===== config.mk =====
export PLATFORM = sky130hd
export DESIGN_NAME = correlator_top
export DESIGN_NICKNAME = d
export VERILOG_FILES = /design/src/corr_pkg.sv /design/src/hilbert_split.sv /design/src/bank_switch.sv /design/src/correlator_block.sv /design/src/visibility_readback.sv /design/src/correlator_top.sv
export SDC_FILE = /design/constraint.sdc
export NUM_CORES = 1
export LEC_CHECK = 0
export BUFFER_PORTS_ARGS = -buffer_cell sky130_fd_sc_hd__buf_2
export CAP_MARGIN = 15
export CORE_ASPECT_RATIO = 0.8
export CORE_MARGIN = 1.5
export CORE_UTILIZATION = 45
export DETAILED_ROUTE_END_ITERATION = 10
export PLACE_DENSITY = 0.72
export SYNTH_ARGS = -nofsm -noshare
export SYNTH_HDL_FRONTEND = slang
export SYNTH_SLANG_ARGS = --single-unit

===== constraint.sdc =====
create_clock -name clk_i -period 3.9 [get_ports clk_i]
set_input_delay 0.78 -clock clk_i [delete_from_list [all_inputs] [get_ports clk_i]]
set_output_delay 0.78 -clock clk_i [all_outputs]
set_load 0.05 [all_outputs]

===== src/corr_pkg.sv =====
package corr_pkg;

   // --------------------
   // Array geometry
   // --------------------
   localparam int unsigned NANT  = 4;                    // Antennas feeding the correlator
   localparam int unsigned NPAIR = 6;                    // Baselines, every unordered pair
   localparam int unsigned AIDX_W = $clog2(NANT);        // Antenna index width

   // Baseline table, pair p correlates PAIR_A[p] against PAIR_B[p]
   localparam logic [AIDX_W-1:0] PAIR_A [NPAIR] = '{2'd0, 2'd0, 2'd0, 2'd1, 2'd1, 2'd2};
   localparam logic [AIDX_W-1:0] PAIR_B [NPAIR] = '{2'd1, 2'd2, 2'd3, 2'd2, 2'd3, 2'd3};

   // --------------------
   // Integration block
   // --------------------
   localparam int unsigned BLOCK_LEN = 8;                // Valid samples per bank
   localparam int unsigned CNT_W     = $clog2(BLOCK_LEN); // Sample counter width
   localparam logic [CNT_W-1:0] CNT_LAST = CNT_W'(BLOCK_LEN - 1); // Last sample of a block

   // One spare bit so a full block never hits all-ones
   localparam int unsigned ACC_W = CNT_W + 1;

   // --------------------
   // Read-back bus map
   // --------------------
   // Address = pair * 2 + part, part 0 is real and 1 is imaginary
   localparam int unsigned ADDR_W = 4;                   // Bus address width
   localparam int unsigned DATA_W = 8;                   // Bus data width, counts zero-extended
   localparam logic [ADDR_W-1:0] NADDR = ADDR_W'(2 * NPAIR); // First unmapped address

endpackage


===== src/hilbert_split.sv =====
`timescale 1ns/1ps

// Cheap quadrature split, the previous sample stands in for the 90 degree term
module hilbert_split (
   input  logic                        clk_i,
   input  logic                        reset_i,
   input  logic                        en_i,      // Antenna sample strobe
   input  logic [corr_pkg::NANT-1:0]   ax_i,      // One-bit sign samples
   output logic                        valid_o,   // Re/im pair is fresh
   output logic [corr_pkg::NANT-1:0]   re_o,      // Current sample
   output logic [corr_pkg::NANT-1:0]   im_o       // Previous valid sample
);

   // --------------------
   // Strobe and history
   // --------------------
   always_ff @(posedge clk_i) begin
      if (reset_i) begin
         valid_o <= 1'b0;                     // Nothing pending
         re_o    <= '0;                       // Seeds a zero first im
      end else begin
         valid_o <= en_i;                     // One cycle behind en_i
         if (en_i) begin
            re_o <= ax_i;                     // Latest sample is the real part
         end
      end
   end

   // Imaginary part trails by one valid sample, holds across idle gaps
   always_ff @(posedge clk_i) begin
      if (reset_i) begin
         im_o <= '0;                          // No earlier sample yet
      end else if (en_i) begin
         im_o <= re_o;                        // Sample held before this one
      end
   end

   // --------------------
   // Checks
   // --------------------
   // Back-to-back valids need back-to-back enables
   assert property (@(posedge clk_i) disable iff (reset_i)
      valid_o && $past(valid_o) |-> $past(en_i) && $past(en_i, 2));

endmodule


===== src/bank_switch.sv =====
`timescale 1ns/1ps

// Block timer, swaps accumulator banks every BLOCK_LEN valid samples
module bank_switch (
   input  logic clk_i,
   input  logic reset_i,
   input  logic valid_i,        // Sample strobe from the quadrature split
   output logic bank_o,         // Bank currently accumulating
   output logic clear_o,        // Next sample loads instead of adds
   output logic block_done_o    // Finished bank is readable
);

   logic [corr_pkg::CNT_W-1:0] cnt_q;     // Samples taken in this block
   logic                       wrap;      // Last sample of the block
   logic                       swap_q;    // Swap happened last edge

   assign wrap = valid_i && (cnt_q == corr_pkg::CNT_LAST);

   // --------------------
   // Sample count and bank
   // --------------------
   always_ff @(posedge clk_i) begin
      if (reset_i) begin
         cnt_q        <= '0;
         bank_o       <= 1'b0;            // Start filling bank 0
         clear_o      <= 1'b1;            // First sample ever loads
         swap_q       <= 1'b0;
         block_done_o <= 1'b0;
      end else begin
         swap_q       <= wrap;
         block_done_o <= swap_q;          // Flag after the final update settles
         if (valid_i) begin
            cnt_q   <= wrap ? '0 : cnt_q + 1'b1;
            // Armed by the wrap, dropped after the first sample of the new block
            clear_o <= wrap;
         end
         if (wrap) begin
            bank_o <= ~bank_o;            // Flip lands with the last accumulation
         end
      end
   end

   // --------------------
   // Checks
   // --------------------
   // Blocks are at least one sample apart so done never repeats
   assert property (@(posedge clk_i) disable iff (reset_i)
      block_done_o |=> !block_done_o);

endmodule


===== src/correlator_block.sv =====
`timescale 1ns/1ps

// Two-bank agreement counters for every baseline in the pair table
module correlator_block (
   input  logic                          clk_i,
   input  logic                          reset_i,
   input  logic                          valid_i,     // Fresh re/im pair
   input  logic [corr_pkg::NANT-1:0]     re_i,        // Real sign bits
   input  logic [corr_pkg::NANT-1:0]     im_i,        // Imaginary sign bits
   input  logic                          bank_i,      // Bank being filled
   input  logic                          clear_i,     // Zero input on this sample
   input  logic [corr_pkg::ADDR_W-1:0]   rd_addr_i,   // Read-back address
   output logic [corr_pkg::ACC_W-1:0]    rd_data_o    // Count from the idle bank
);

   // --------------------
   // Storage
   // --------------------
   logic [corr_pkg::ACC_W-1:0] acc_re [2][corr_pkg::NPAIR];   // Real agreement counts
   logic [corr_pkg::ACC_W-1:0] acc_im [2][corr_pkg::NPAIR];   // Imaginary agreement counts

   logic [corr_pkg::ACC_W-1:0] add_re [corr_pkg::NPAIR];      // Per-pair increments
   logic [corr_pkg::ACC_W-1:0] add_im [corr_pkg::NPAIR];

   logic [corr_pkg::ADDR_W-2:0] rd_pair;   // Baseline index of the read
   logic                        rd_bank;   // Bank not being filled

   // --------------------
   // One-bit correlation
   // --------------------
   for (genvar p = 0; p < corr_pkg::NPAIR; p++) begin : g_pair
      // XNOR of signs, 1 when the two antennas agree
      assign add_re[p] = {{(corr_pkg::ACC_W-1){1'b0}},
                          re_i[corr_pkg::PAIR_A[p]] ~^ re_i[corr_pkg::PAIR_B[p]]};
      assign add_im[p] = {{(corr_pkg::ACC_W-1){1'b0}},
                          re_i[corr_pkg::PAIR_A[p]] ~^ im_i[corr_pkg::PAIR_B[p]]};
   end

   // --------------------
   // Accumulate
   // --------------------
   always_ff @(posedge clk_i) begin
      if (reset_i) begin
         for (int b = 0; b < 2; b++) begin
            for (int p = 0; p < corr_pkg::NPAIR; p++) begin
               acc_re[b][p] <= '0;
               acc_im[b][p] <= '0;
            end
         end
      end else if (valid_i) begin
         for (int p = 0; p < corr_pkg::NPAIR; p++) begin
            // Clear feeds a zero instead of the old count
            acc_re[bank_i][p] <= (clear_i ? '0 : acc_re[bank_i][p]) + add_re[p];
            acc_im[bank_i][p] <= (clear_i ? '0 : acc_im[bank_i][p]) + add_im[p];
         end
      end
   end

   // --------------------
   // Read port
   // --------------------
   assign rd_pair = rd_addr_i[corr_pkg::ADDR_W-1:1];   // Drop the re/im select
   assign rd_bank = ~bank_i;                           // Finished bank only

   always_comb begin
      rd_data_o = '0;                                  // Unmapped reads give zero
      if (rd_addr_i < corr_pkg::NADDR) begin
         if (rd_addr_i[0]) begin
            rd_data_o = acc_im[rd_bank][rd_pair];
         end else begin
            rd_data_o = acc_re[rd_bank][rd_pair];
         end
      end
   end

   // --------------------
   // Checks
   // --------------------
   // Holds only while the bank switch clears every block on time
   for (genvar b = 0; b < 2; b++) begin : g_chk_bank
      for (genvar p = 0; p < corr_pkg::NPAIR; p++) begin : g_chk_pair
         assert property (@(posedge clk_i) disable iff (reset_i)
            (acc_re[b][p] != '1) && (acc_im[b][p] != '1));
      end
   end

endmodule


===== src/visibility_readback.sv =====
`timescale 1ns/1ps

// Strobe/acknowledge read port onto the idle accumulator bank
module visibility_readback (
   input  logic                          clk_i,
   input  logic                          reset_i,
   input  logic                          stb_i,       // Read request, one per cycle max
   input  logic [corr_pkg::ADDR_W-1:0]   adr_i,       // Visibility address
   input  logic [corr_pkg::ACC_W-1:0]    rd_data_i,   // Count from the correlator
   output logic [corr_pkg::ADDR_W-1:0]   rd_addr_o,   // Address to the correlator
   output logic                          ack_o,       // Data valid, one cycle after stb
   output logic [corr_pkg::DATA_W-1:0]   dat_o        // Zero-extended count
);

   // Correlator read is combinational, so the address goes straight through
   assign rd_addr_o = adr_i;

   // --------------------
   // Acknowledge
   // --------------------
   always_ff @(posedge clk_i) begin
      if (reset_i) begin
         ack_o <= 1'b0;                    // No transfer in flight
      end else begin
         ack_o <= stb_i;                   // Single-cycle pulse per strobe
      end
   end

   // --------------------
   // Data register
   // --------------------
   always_ff @(posedge clk_i) begin
      if (stb_i) begin
         dat_o <= {{(corr_pkg::DATA_W - corr_pkg::ACC_W){1'b0}}, rd_data_i};
      end
   end

   // --------------------
   // Checks
   // --------------------
   // Unmapped addresses come back as zero through the correlator read port
   assert property (@(posedge clk_i) disable iff (reset_i)
      stb_i && (adr_i >= corr_pkg::NADDR) |=> ack_o && (dat_o == '0));

endmodule


===== src/correlator_top.sv =====
`timescale 1ns/1ps

// Four-antenna one-bit correlator with banked read-back
module correlator_top (
   input  logic                          clk_i,
   input  logic                          reset_i,

   // Antenna samples
   input  logic                          en_i,          // Sample strobe
   input  logic [corr_pkg::NANT-1:0]     ax_i,          // One-bit antenna data

   // Read-back bus
   input  logic                          stb_i,         // Read strobe
   input  logic [corr_pkg::ADDR_W-1:0]   adr_i,         // Visibility address
   output logic                          ack_o,         // Read acknowledge
   output logic [corr_pkg::DATA_W-1:0]   dat_o,         // Read data

   output logic                          block_done_o   // New bank ready
);

   logic                          valid;     // Quadrature pair strobe
   logic [corr_pkg::NANT-1:0]     re;        // Real sign bits
   logic [corr_pkg::NANT-1:0]     im;        // Imaginary sign bits
   logic                          bank;      // Bank being filled
   logic                          clear;     // Load on next sample
   logic [corr_pkg::ADDR_W-1:0]   rd_addr;   // Read-back address
   logic [corr_pkg::ACC_W-1:0]    rd_data;   // Raw count

   // --------------------
   // Quadrature split
   // --------------------
   hilbert_split u_hilbert (
      .clk_i   (clk_i),
      .reset_i (reset_i),
      .en_i    (en_i),
      .ax_i    (ax_i),
      .valid_o (valid),
      .re_o    (re),
      .im_o    (im)
   );

   // --------------------
   // Bank control
   // --------------------
   bank_switch u_switch (
      .clk_i        (clk_i),
      .reset_i      (reset_i),
      .valid_i      (valid),
      .bank_o       (bank),
      .clear_o      (clear),
      .block_done_o (block_done_o)
   );

   // --------------------
   // Correlator
   // --------------------
   correlator_block u_corr (
      .clk_i     (clk_i),
      .reset_i   (reset_i),
      .valid_i   (valid),
      .re_i      (re),
      .im_i      (im),
      .bank_i    (bank),
      .clear_i   (clear),
      .rd_addr_i (rd_addr),
      .rd_data_o (rd_data)
   );

   // --------------------
   // Bus port
   // --------------------
   visibility_readback u_readback (
      .clk_i     (clk_i),
      .reset_i   (reset_i),
      .stb_i     (stb_i),
      .adr_i     (adr_i),
      .rd_data_i (rd_data),
      .rd_addr_o (rd_addr),
      .ack_o     (ack_o),
      .dat_o     (dat_o)
   );

endmodule


Word level (Yosys, flattened, before mapping)
Memory sizes are Yosys's and may differ from the RTL's. A register that Yosys moved wholly into a read port is not among the register bits.
Cells that the tools add are included.
{"block": "classes", "n_eq_ne": 1, "n_bitwise": 14, "magnitude_cmp": 2, "reduce_logical": 3, "n_addsub": 13, "n_mux": 35}
{"op": "$mux W4", "n": 17}
{"op": "$add A4 B1 Y4", "n": 12}
{"op": "$mux W24", "n": 2}
{"op": "$reduce_or A24 Y1", "n": 2}
{"op": "$bmux W4 S3", "n": 2}
{"op": "$mux W1", "n": 13}
{"op": "$xnor A1 B1 Y1", "n": 12}
{"op": "$ge A4 B4 Y1 const B", "n": 1}
{"op": "$lt A4 B4 Y1 const B", "n": 1}
{"op": "$not A3 Y4", "n": 1}
{"op": "$add A3 B1 Y3 const B", "n": 1}
{"op": "$eq A3 B3 Y1 const B", "n": 1}
{"op": "$mux W3", "n": 1}
{"op": "$logic_and A1 B1 Y1", "n": 1}
{"op": "$not A1 Y1", "n": 1}
{"block": "word_totals", "ram_bits": 96, "ff_bits": 21, "mem_count": 2, "output_inout_bits": 10, "wordCells": 80, "input_bits": 12}
{"memory": "u_corr.acc_im", "depth": 2, "width": 24, "read_ports": 2, "rd_ports_with_merged_regs": 1, "write_ports": 2, "line_no": "correlator_block.sv:20", "rtl": "logic [corr_pkg::ACC_W-1:0] acc_im [2][corr_pkg::NPAIR];"}
{"memory": "u_corr.acc_re", "depth": 2, "width": 24, "read_ports": 2, "rd_ports_with_merged_regs": 1, "write_ports": 2, "line_no": "correlator_block.sv:19", "rtl": "logic [corr_pkg::ACC_W-1:0] acc_re [2][corr_pkg::NPAIR];"}

Logic depth before layout (Yosys ltp)
Gate-level depths: netlist of the first run.
An unclocked memory read counts as a cell.
{"block": "logic_depth", "ltp_word": 6, "mapped_depth": 10, "ltp_nobuf": 6}

Cells and area by module
From an unflattened synthesis of the first run, not the netlist that was laid out.
{"block": "hier_totals", "hier_cells": 558, "hier_area_um2": 6729.0}
{"mod": "correlator_block", "area_per_inst_um2": 5928.2, "cells_each": 490, "instances": 1, "seq_area_each_um2": 2882.8}
{"mod": "hilbert_split", "area_per_inst_um2": 312.8, "cells_each": 28, "instances": 1, "seq_area_each_um2": 180.2}
{"mod": "bank_switch", "area_per_inst_um2": 270.3, "cells_each": 25, "instances": 1, "seq_area_each_um2": 140.1}
{"mod": "visibility_readback", "area_per_inst_um2": 217.7, "cells_each": 15, "instances": 1, "seq_area_each_um2": 140.1}

Least setup slack after synthesis of the first run
OpenSTA, ideal clock, no wires.
{"block": "synth_timing", "path_kind": "input to register", "startpoint": "in reset_i", "endpoint": "mem u_corr.acc_im[1][0] (netlist bit), enable pin", "path_stages": 2, "n_path_buf": 1, "arrival_ps": 1910, "setup_ps": 396, "setup_slack_ps": 1594, "required_ps": 3504, "path_cell_list": "clkbuf_1 a21o_1"}
{"element": "start, declared", "line_no": "correlator_top.sv:6", "rtl": "input logic reset_i,"}
{"element": "end, declared", "line_no": "correlator_block.sv:20"}

==> results of run 1 <==
path summary, 6_finish.rpt:
| kind | to | from | cells after the start |
|---|---|---|---|
| max | u_corr.acc_re[0][5] | register | 7 |
| min | u_switch.block_done_o | u_switch.swap_q | 1 |
| max reg2reg | u_corr.acc_re[0][5] | register | 7 |
| min reg2reg | u_switch.block_done_o | u_switch.swap_q | 1 |
per-layer routing:
metal  up-vias  part of all wire, %  track usage [%]
met5         -                    0                0
met4         0                  1.1             6.11
met3        14                  6.6             5.16
met2       148                   46             29.8
met1      2086                   46             26.0
li1       2010                    -                -
cell usage after synthesis (5+ instances only):
cell | number | share of area (%)
nor4b_2 | 12 | 2.7
nor2_1 | 101 | 5.7
a22oi_1 | 8 | 0.90
nand2_1 | 12 | 0.68
ha_1 | 26 | 4.9
buf_2 | 5 | 0.38
mux2i_1 | 88 | 13
nor2b_1 | 29 | 2.7
edfxtp_1 | 100 | 45
xnor2_1 | 36 | 4.7
nand2b_1 | 5 | 0.47
and2_1 | 25 | 2.4
nor3_1 | 11 | 0.83
nand3_1 | 16 | 1.2
mux4_2 | 8 | 2.7
dfxtp_1 | 17 | 5.1
clkbuf_1 | 22 | 1.2
buf_4 | 8 | 0.90
buf_6 | 5 | 0.85
state kept, by name, summed over array words and instances (netlist names), named ones only:
signal,count
u_switch.bank_o,1
u_switch.block_done_o,1
u_readback.dat_o,4
u_switch.cnt_q,3
u_corr.acc_re,48
u_hilbert.valid_o,1
u_switch.swap_q,1
u_hilbert.im_o,3
u_corr.acc_im,48
u_readback.ack_o,1
u_hilbert.re_o,4
u_switch.clear_o,1
final cells by class:
type	count	area, um^2	share of cell area [%]
multi-input combinational	403	3040	41.2
clock inverter	11	134	1.82
tap	184	230	3.12
sequential	117	3350	45.4
clock buffer	21	450	6.11
timing repair buffer	27	173	2.34
inverter	1	3.75	0.0509
cells in the final DEF, fill, tap and decap left out, types with 5 or more instances in the layout:
| cell | count |
|---|---|
| clkbuf_16 | 17 |
| ha_1 | 26 |
| and2_1 | 25 |
| mux2i_1 | 88 |
| nor2b_1 | 29 |
| edfxtp_1 | 100 |
| nand3_1 | 16 |
| dfxtp_1 | 14 |
| clkinv_2 | 5 |
| buf_4 | 9 |
| nor2_1 | 101 |
| xnor2_1 | 36 |
| nor3_1 | 11 |
| a22oi_1 | 8 |
| nand2b_1 | 5 |
| buf_2 | 17 |
| mux4_2 | 8 |
| nor4b_2 | 12 |
| nand2_1 | 12 |
through the flow:
stage	std cells	hold WS [ps]	setup slack (ps)	cell area, um^2	util (%)
global route	764	466	1310	7370	51.4
finish	764	440	1440	7370	51.4
global placement	732	423	1080	6790	47.3
detailed placement	732	436	1050	6790	47.3
floorplan	566	414	1590	6660	-
CTS	764	449	1440	7370	51.4
cells by family (layout without fill, tap and decap cells):
kind of cell	count (synthesis)	in the layout	synth area share, %
buffers and inverters	46	60	4.20
AND/OR/NAND/NOR	223	223	17.8
AO/OA/AOI/OAI	17	17	1.88
adder cells (fa/ha/maj)	26	26	4.89
other	1	4	0.0564
XOR/XNOR	37	37	4.88
multiplexers	96	96	16.0
flip-flops	117	117	50.3
power groups by stage:
stage / clock, mW / combinational (mW) / sequential, mW
2_1_floorplan: 0 / 0.184 / 1.48
3_3_place_gp: 0 / 0.244 / 1.49
3_5_place_dp: 0 / 0.247 / 1.49
4_1_cts: 1.56 / 0.250 / 1.47
5_1_grt: 1.61 / 0.273 / 1.48
6_report: 1.55 / 0.250 / 1.47
==> run summary, run 1 <==
Drt wl/cell -> 18.6 um
Seq/Total Area, Yosys -> 50.3%
CP max FO -> 31
DRT Wirelength -> 14200 um
Syn Std Cell Area -> 6650 um^2
Starting density of the core -> 46.3%
Vias/cell -> 5.57
RSZ-0062 raised after global routing -> false
Row cnt -> 39
Top Family by Delay on Critical Path -> flip-flops
Vias in the first global route -> 4320
Final Total Pwr -> 3.27 mW
VDD IR max -> 0.373 mV
Worst Hold Class -> register to register
CP bufs+invs -> 1
Pleak -> 2.57 nW
Reg power frac -> 45.0%
Fin crit period -> 2460 ps
Startpoint Class -> register
Worst-path cell chain -> buf_12 -> mux2i_1 -> nor2_1 -> ha_1 -> ha_1 -> and2_1 -> nor2b_1
Power density cells -> 443 nW/um^2
Fin. Hold Viols -> 0
H-tree depth -> 4
Ys flop type -> edfxtp_1
Initial antenna violation count -> 0
Layout Area Growth over Synthesis -> 10.9%
Crit share post-route -> 63.0%
CP Data Required Time -> 4060 ps
DRC -> 0
Status -> complete, no violations
Core area -> 14300 um^2
Comb pwr share -> 7.6%
Die Span Y -> 112 um
Worst-Margin Slew -> 1120 ps
Cts bufs inserted -> 17
1st-iter DRT viols -> 350
Internal reg-to-reg setup slack -> 1440 ps
Share of post-route cells with drive strength above 1 -> 14.0%
TritonCTS clock tree -> yes
Kind of critical path -> register to register
Post-synth EDFFs -> 100
Setup tns final -> 0 ps
Root Driver -> clkbuf_16
# Post-CTS Setup Buffers -> 0
CP max stage cell -> dfxtp_2
MaxCap Viol Count -> 0
CTS resizes -> 0
GP Congestion -> 0.824
Syn avg cell area -> 11.8 um^2
Cell-internal power -> 2.52 mW
Vias -> 4258
Largest net degree at the start of global routing -> 43
Port bufs -> 17
Worst path max stage delay -> 720 ps
Clk_lat worst skew -> 420 ps
Die Footprint -> 15500 um^2
Sw Share -> 22.8%
Setup Skew -> 10.3 ps
IO Pins -> 22
DP HPWL -> 9020 um
GRT Total Usage -> 19.1%
Router iterations before antenna repair -> 5
Crit. End Element -> register
Final Max Tran Viols -> 0
Ys async rst share -> 0%
N_diodes -> 0
First-pass GRT wire length -> 22700 um
Critical Path AT -> 2620 ps
Ys Warns -> 0
Slew headroom -> 25.3%
Setup violators final -> 0
Hold_buf cts -> 0
Remaining global-route overflow -> 0
Clock Sinks -> 117
CTS Buffer Depth -> 2
Clock group share of total power -> 47.3%
Worst path most repeated cell -> ha_1
NetSw -> 0.744 mW
Achievable frequency -> 407 MHz
Clock transition at the registers of the reported paths -> 60 ps
Mapped Cells -> 563
Post-route ant nets -> 0
Nets -> 605
Die X -> 139 um
Netlist cell types -> 32
FF+latch count, synth -> 117
Fill count -> 1242
No activity file was read; power rests on OpenSTA's default activity.
==> run 2: changes to the inputs <==
Settings changed: ABC_AREA from default to 1, PLACE_DENSITY 0.72 to 0.74.
Clock period 3.9 ns to 2.02 ns, I/O delays scaled along.
==> run 2 against run 1 <==
Maximum frequency increased by 35%. Sequential share of layout area down 3.8 points. Routed wire length rose by 18%. Clock power is 78% higher. Flip-flop and latch count stayed put. Power increased by 89%. First-iteration DRC count grew 52%. Synthesized cell count grew 56%. Critical endpoint is now u_corr.acc_re[0][2].
==> run summary, run 2 <==
Status -> complete, no violations
Die X -> 144 um
Port bufs -> 17
Min-delay src -> ax_i[3]
Top-count cell post-synth -> nand2_1
Hold path depth -> 3
Initial antenna violation count -> 0
Post-layout util -> 51.3%
Critical Path AT -> 1980 ps
RSZ-0062 raised after global routing -> false
Post-synth EDFFs -> 100
FF+latch count, synth -> 117
N_diodes -> 0
Startpoint Class -> register
Commonest cells after routing, fill and taps aside -> 157 x nand2_1, 153 x nor2_1, 118 x inv_1
First-pass GRT wire length -> 27200 um
Slew headroom -> 59.4%
CP max FO -> 37
Dpl ws -> 227 ps
Internal reg-to-reg setup slack -> 200 ps
GP Congestion -> 0.818
Most common cell after layout, fill and taps aside -> nand2_1
Starting density of the core -> 45.8%
Die Footprint -> 16700 um^2
CTS resizes -> 0
Fin. Hold Viols -> 0
Die Span Y -> 116 um
Achievable frequency -> 549 MHz
Layout Area Growth over Synthesis -> 12.1%
Clock Sinks -> 117
Setup tns final -> 0 ps
Hold_buf cts -> 0
1st-iter DRT viols -> 533
Largest regs -> u_corr.acc_im x48, u_corr.acc_re x48
Cts bufs inserted -> 17
Mapped Cells -> 879
Netlist cell types -> 34
Clk_lat worst skew -> 430 ps
Drt wl/cell -> 15.0 um
VDD IR max -> 0.552 mV
Min-Delay Endpoint -> u_hilbert.re_o[3]
# Post-CTS Setup Buffers -> 0
Largest cells by area after synthesis -> edfxtp_1 42%, nand2_1 8.3%, nor2_1 8.0%, inv_1 6.2%, dfxtp_1 4.7%
Ys Warns -> 0
Seq/Total Area, Yosys -> 46.5%
Final Total Pwr -> 6.18 mW
Final Max Tran Viols -> 0
Post-route setup slack -> 198 ps
Setup violators final -> 0
Pleak -> 3.49 nW
Router iterations before antenna repair -> 7
Kind of critical path -> register to register
MaxCap Viol Count -> 0
Clock transition at the registers of the reported paths -> 50 ps
Post-synth top cells -> 159 x nand2_1, 153 x nor2_1, 118 x inv_1
Vias/cell -> 5.11
GRT Total Usage -> 21.8%
Yosys top cell by area -> edfxtp_1
Core area -> 15700 um^2
DRC -> 0
Power density cells -> 766 nW/um^2
Syn avg cell area -> 8.18 um^2
Register-to-Register Path Depth -> 10
Fin crit period -> 1820 ps
TritonCTS clock tree -> yes
Worst Hold Class -> input port to register
IO Pins -> 22
Ys flop type -> edfxtp_1
CTS Buffer Depth -> 2
Crit. End Element -> register
Row cnt -> 41
Nets -> 924
Vias in the first global route -> 5322
Crit share post-route -> 90.2%
Syn Std Cell Area -> 7190 um^2
DP HPWL -> 11200 um
Root Driver -> clkbuf_16
Share of post-route cells with drive strength above 1 -> 14.5%
DRT Wirelength -> 16700 um
Share of the synthesized area in the top cell type -> 41.8%
Post-route ant nets -> 0
CP Data Required Time -> 2180 ps
Setup Skew -> 10.2 ps
Vias -> 5689
H-tree depth -> 4
Ys async rst share -> 0%
Worst-Margin Slew -> 608 ps
Remaining global-route overflow -> 0
RR Endpoint -> u_corr.acc_re[0][2]
Largest net degree at the start of global routing -> 53
-- run 2: cell types whose count changed in the layout (fill, tap and decap cells not counted), sizes merged, moves of 55 or more --
cell,before,now
inv,1,122
nand2,12,166
nor2,102,173
mux2i,88,0
o21ai,0,60
nand3,16,71
-- run 2: layout make-up --
type	instances	area (um^2)
inverter	122	468
tap	215	269
multi-input combinational	591	3070
clock buffer	28	527
clock inverter	4	20.0
fill	1477	7640
sequential	117	3350
timing repair buffer	37	360
-- run 2: worst max path at each step --
stage                     start                    to  slack, ps  cells past startpoint
2_1_floorplan          register  u_corr.acc_re[0][23]        100                     11
3_3_place_gp   u_switch.clear_o  u_corr.acc_re[0][23]        260                      9
3_5_place_dp           register   u_corr.acc_im[0][2]        230                     10
4_1_cts                register   u_corr.acc_re[0][2]        200                     10
5_1_grt                register   u_corr.acc_re[0][2]         20                     10
6_report               register   u_corr.acc_re[0][2]        200                     10
-- run 2: metrics by stage --
stage,instance area (um^2),instances,hold WS [ps]
3_5_place_dp,7510,1082,398
2_1_floorplan,7200,882,388
4_1_cts,8060,1114,205
6_report,8060,1114,210
3_3_place_gp,7510,1082,398
5_1_grt,8060,1114,224
-- run 2: per-layer routing --
layer  vias up  global-route usage (%)  share of wire [%]
met5         -                       0                  0
met4         0                    8.89                2.3
met3        27                    4.63                6.7
met2       202                    33.6                 44
met1      2612                    30.0                 47
li1       2848                       -                  -
-- run 2: worst max-delay path: stages, from the launching register on --
cell	delay (ps)
dfxtp_2	380
buf_12	220
inv_8	80
o21ai_0	150
a21oi_1	60
ha_1	210
ha_1	180
inv_1	80
nand2_1	70
nand2_1	90
nor3_1	50
-- run 2: cells by family (layout without fill, tap and decap cells) --
kind of cell	Yosys count	in the layout	synth area share, %
AO/OA/AOI/OAI	103	103	9.09
XOR/XNOR	14	14	1.71
adder cells (fa/ha/maj)	26	26	4.53
buffers and inverters	174	191	11.0
flip-flops	117	117	46.5
other	1	4	0.0522
AND/OR/NAND/NOR	444	444	27.1
-- run 2: where the power goes --
| part | internal [mW] | switching (mW) | total, mW |
|---|---|---|---|
| combinational | 0.194 | 0.409 | 0.603 |
| clock | 1.75 | 1.01 | 2.76 |
| sequential | 2.75 | 0.0689 | 2.82 |
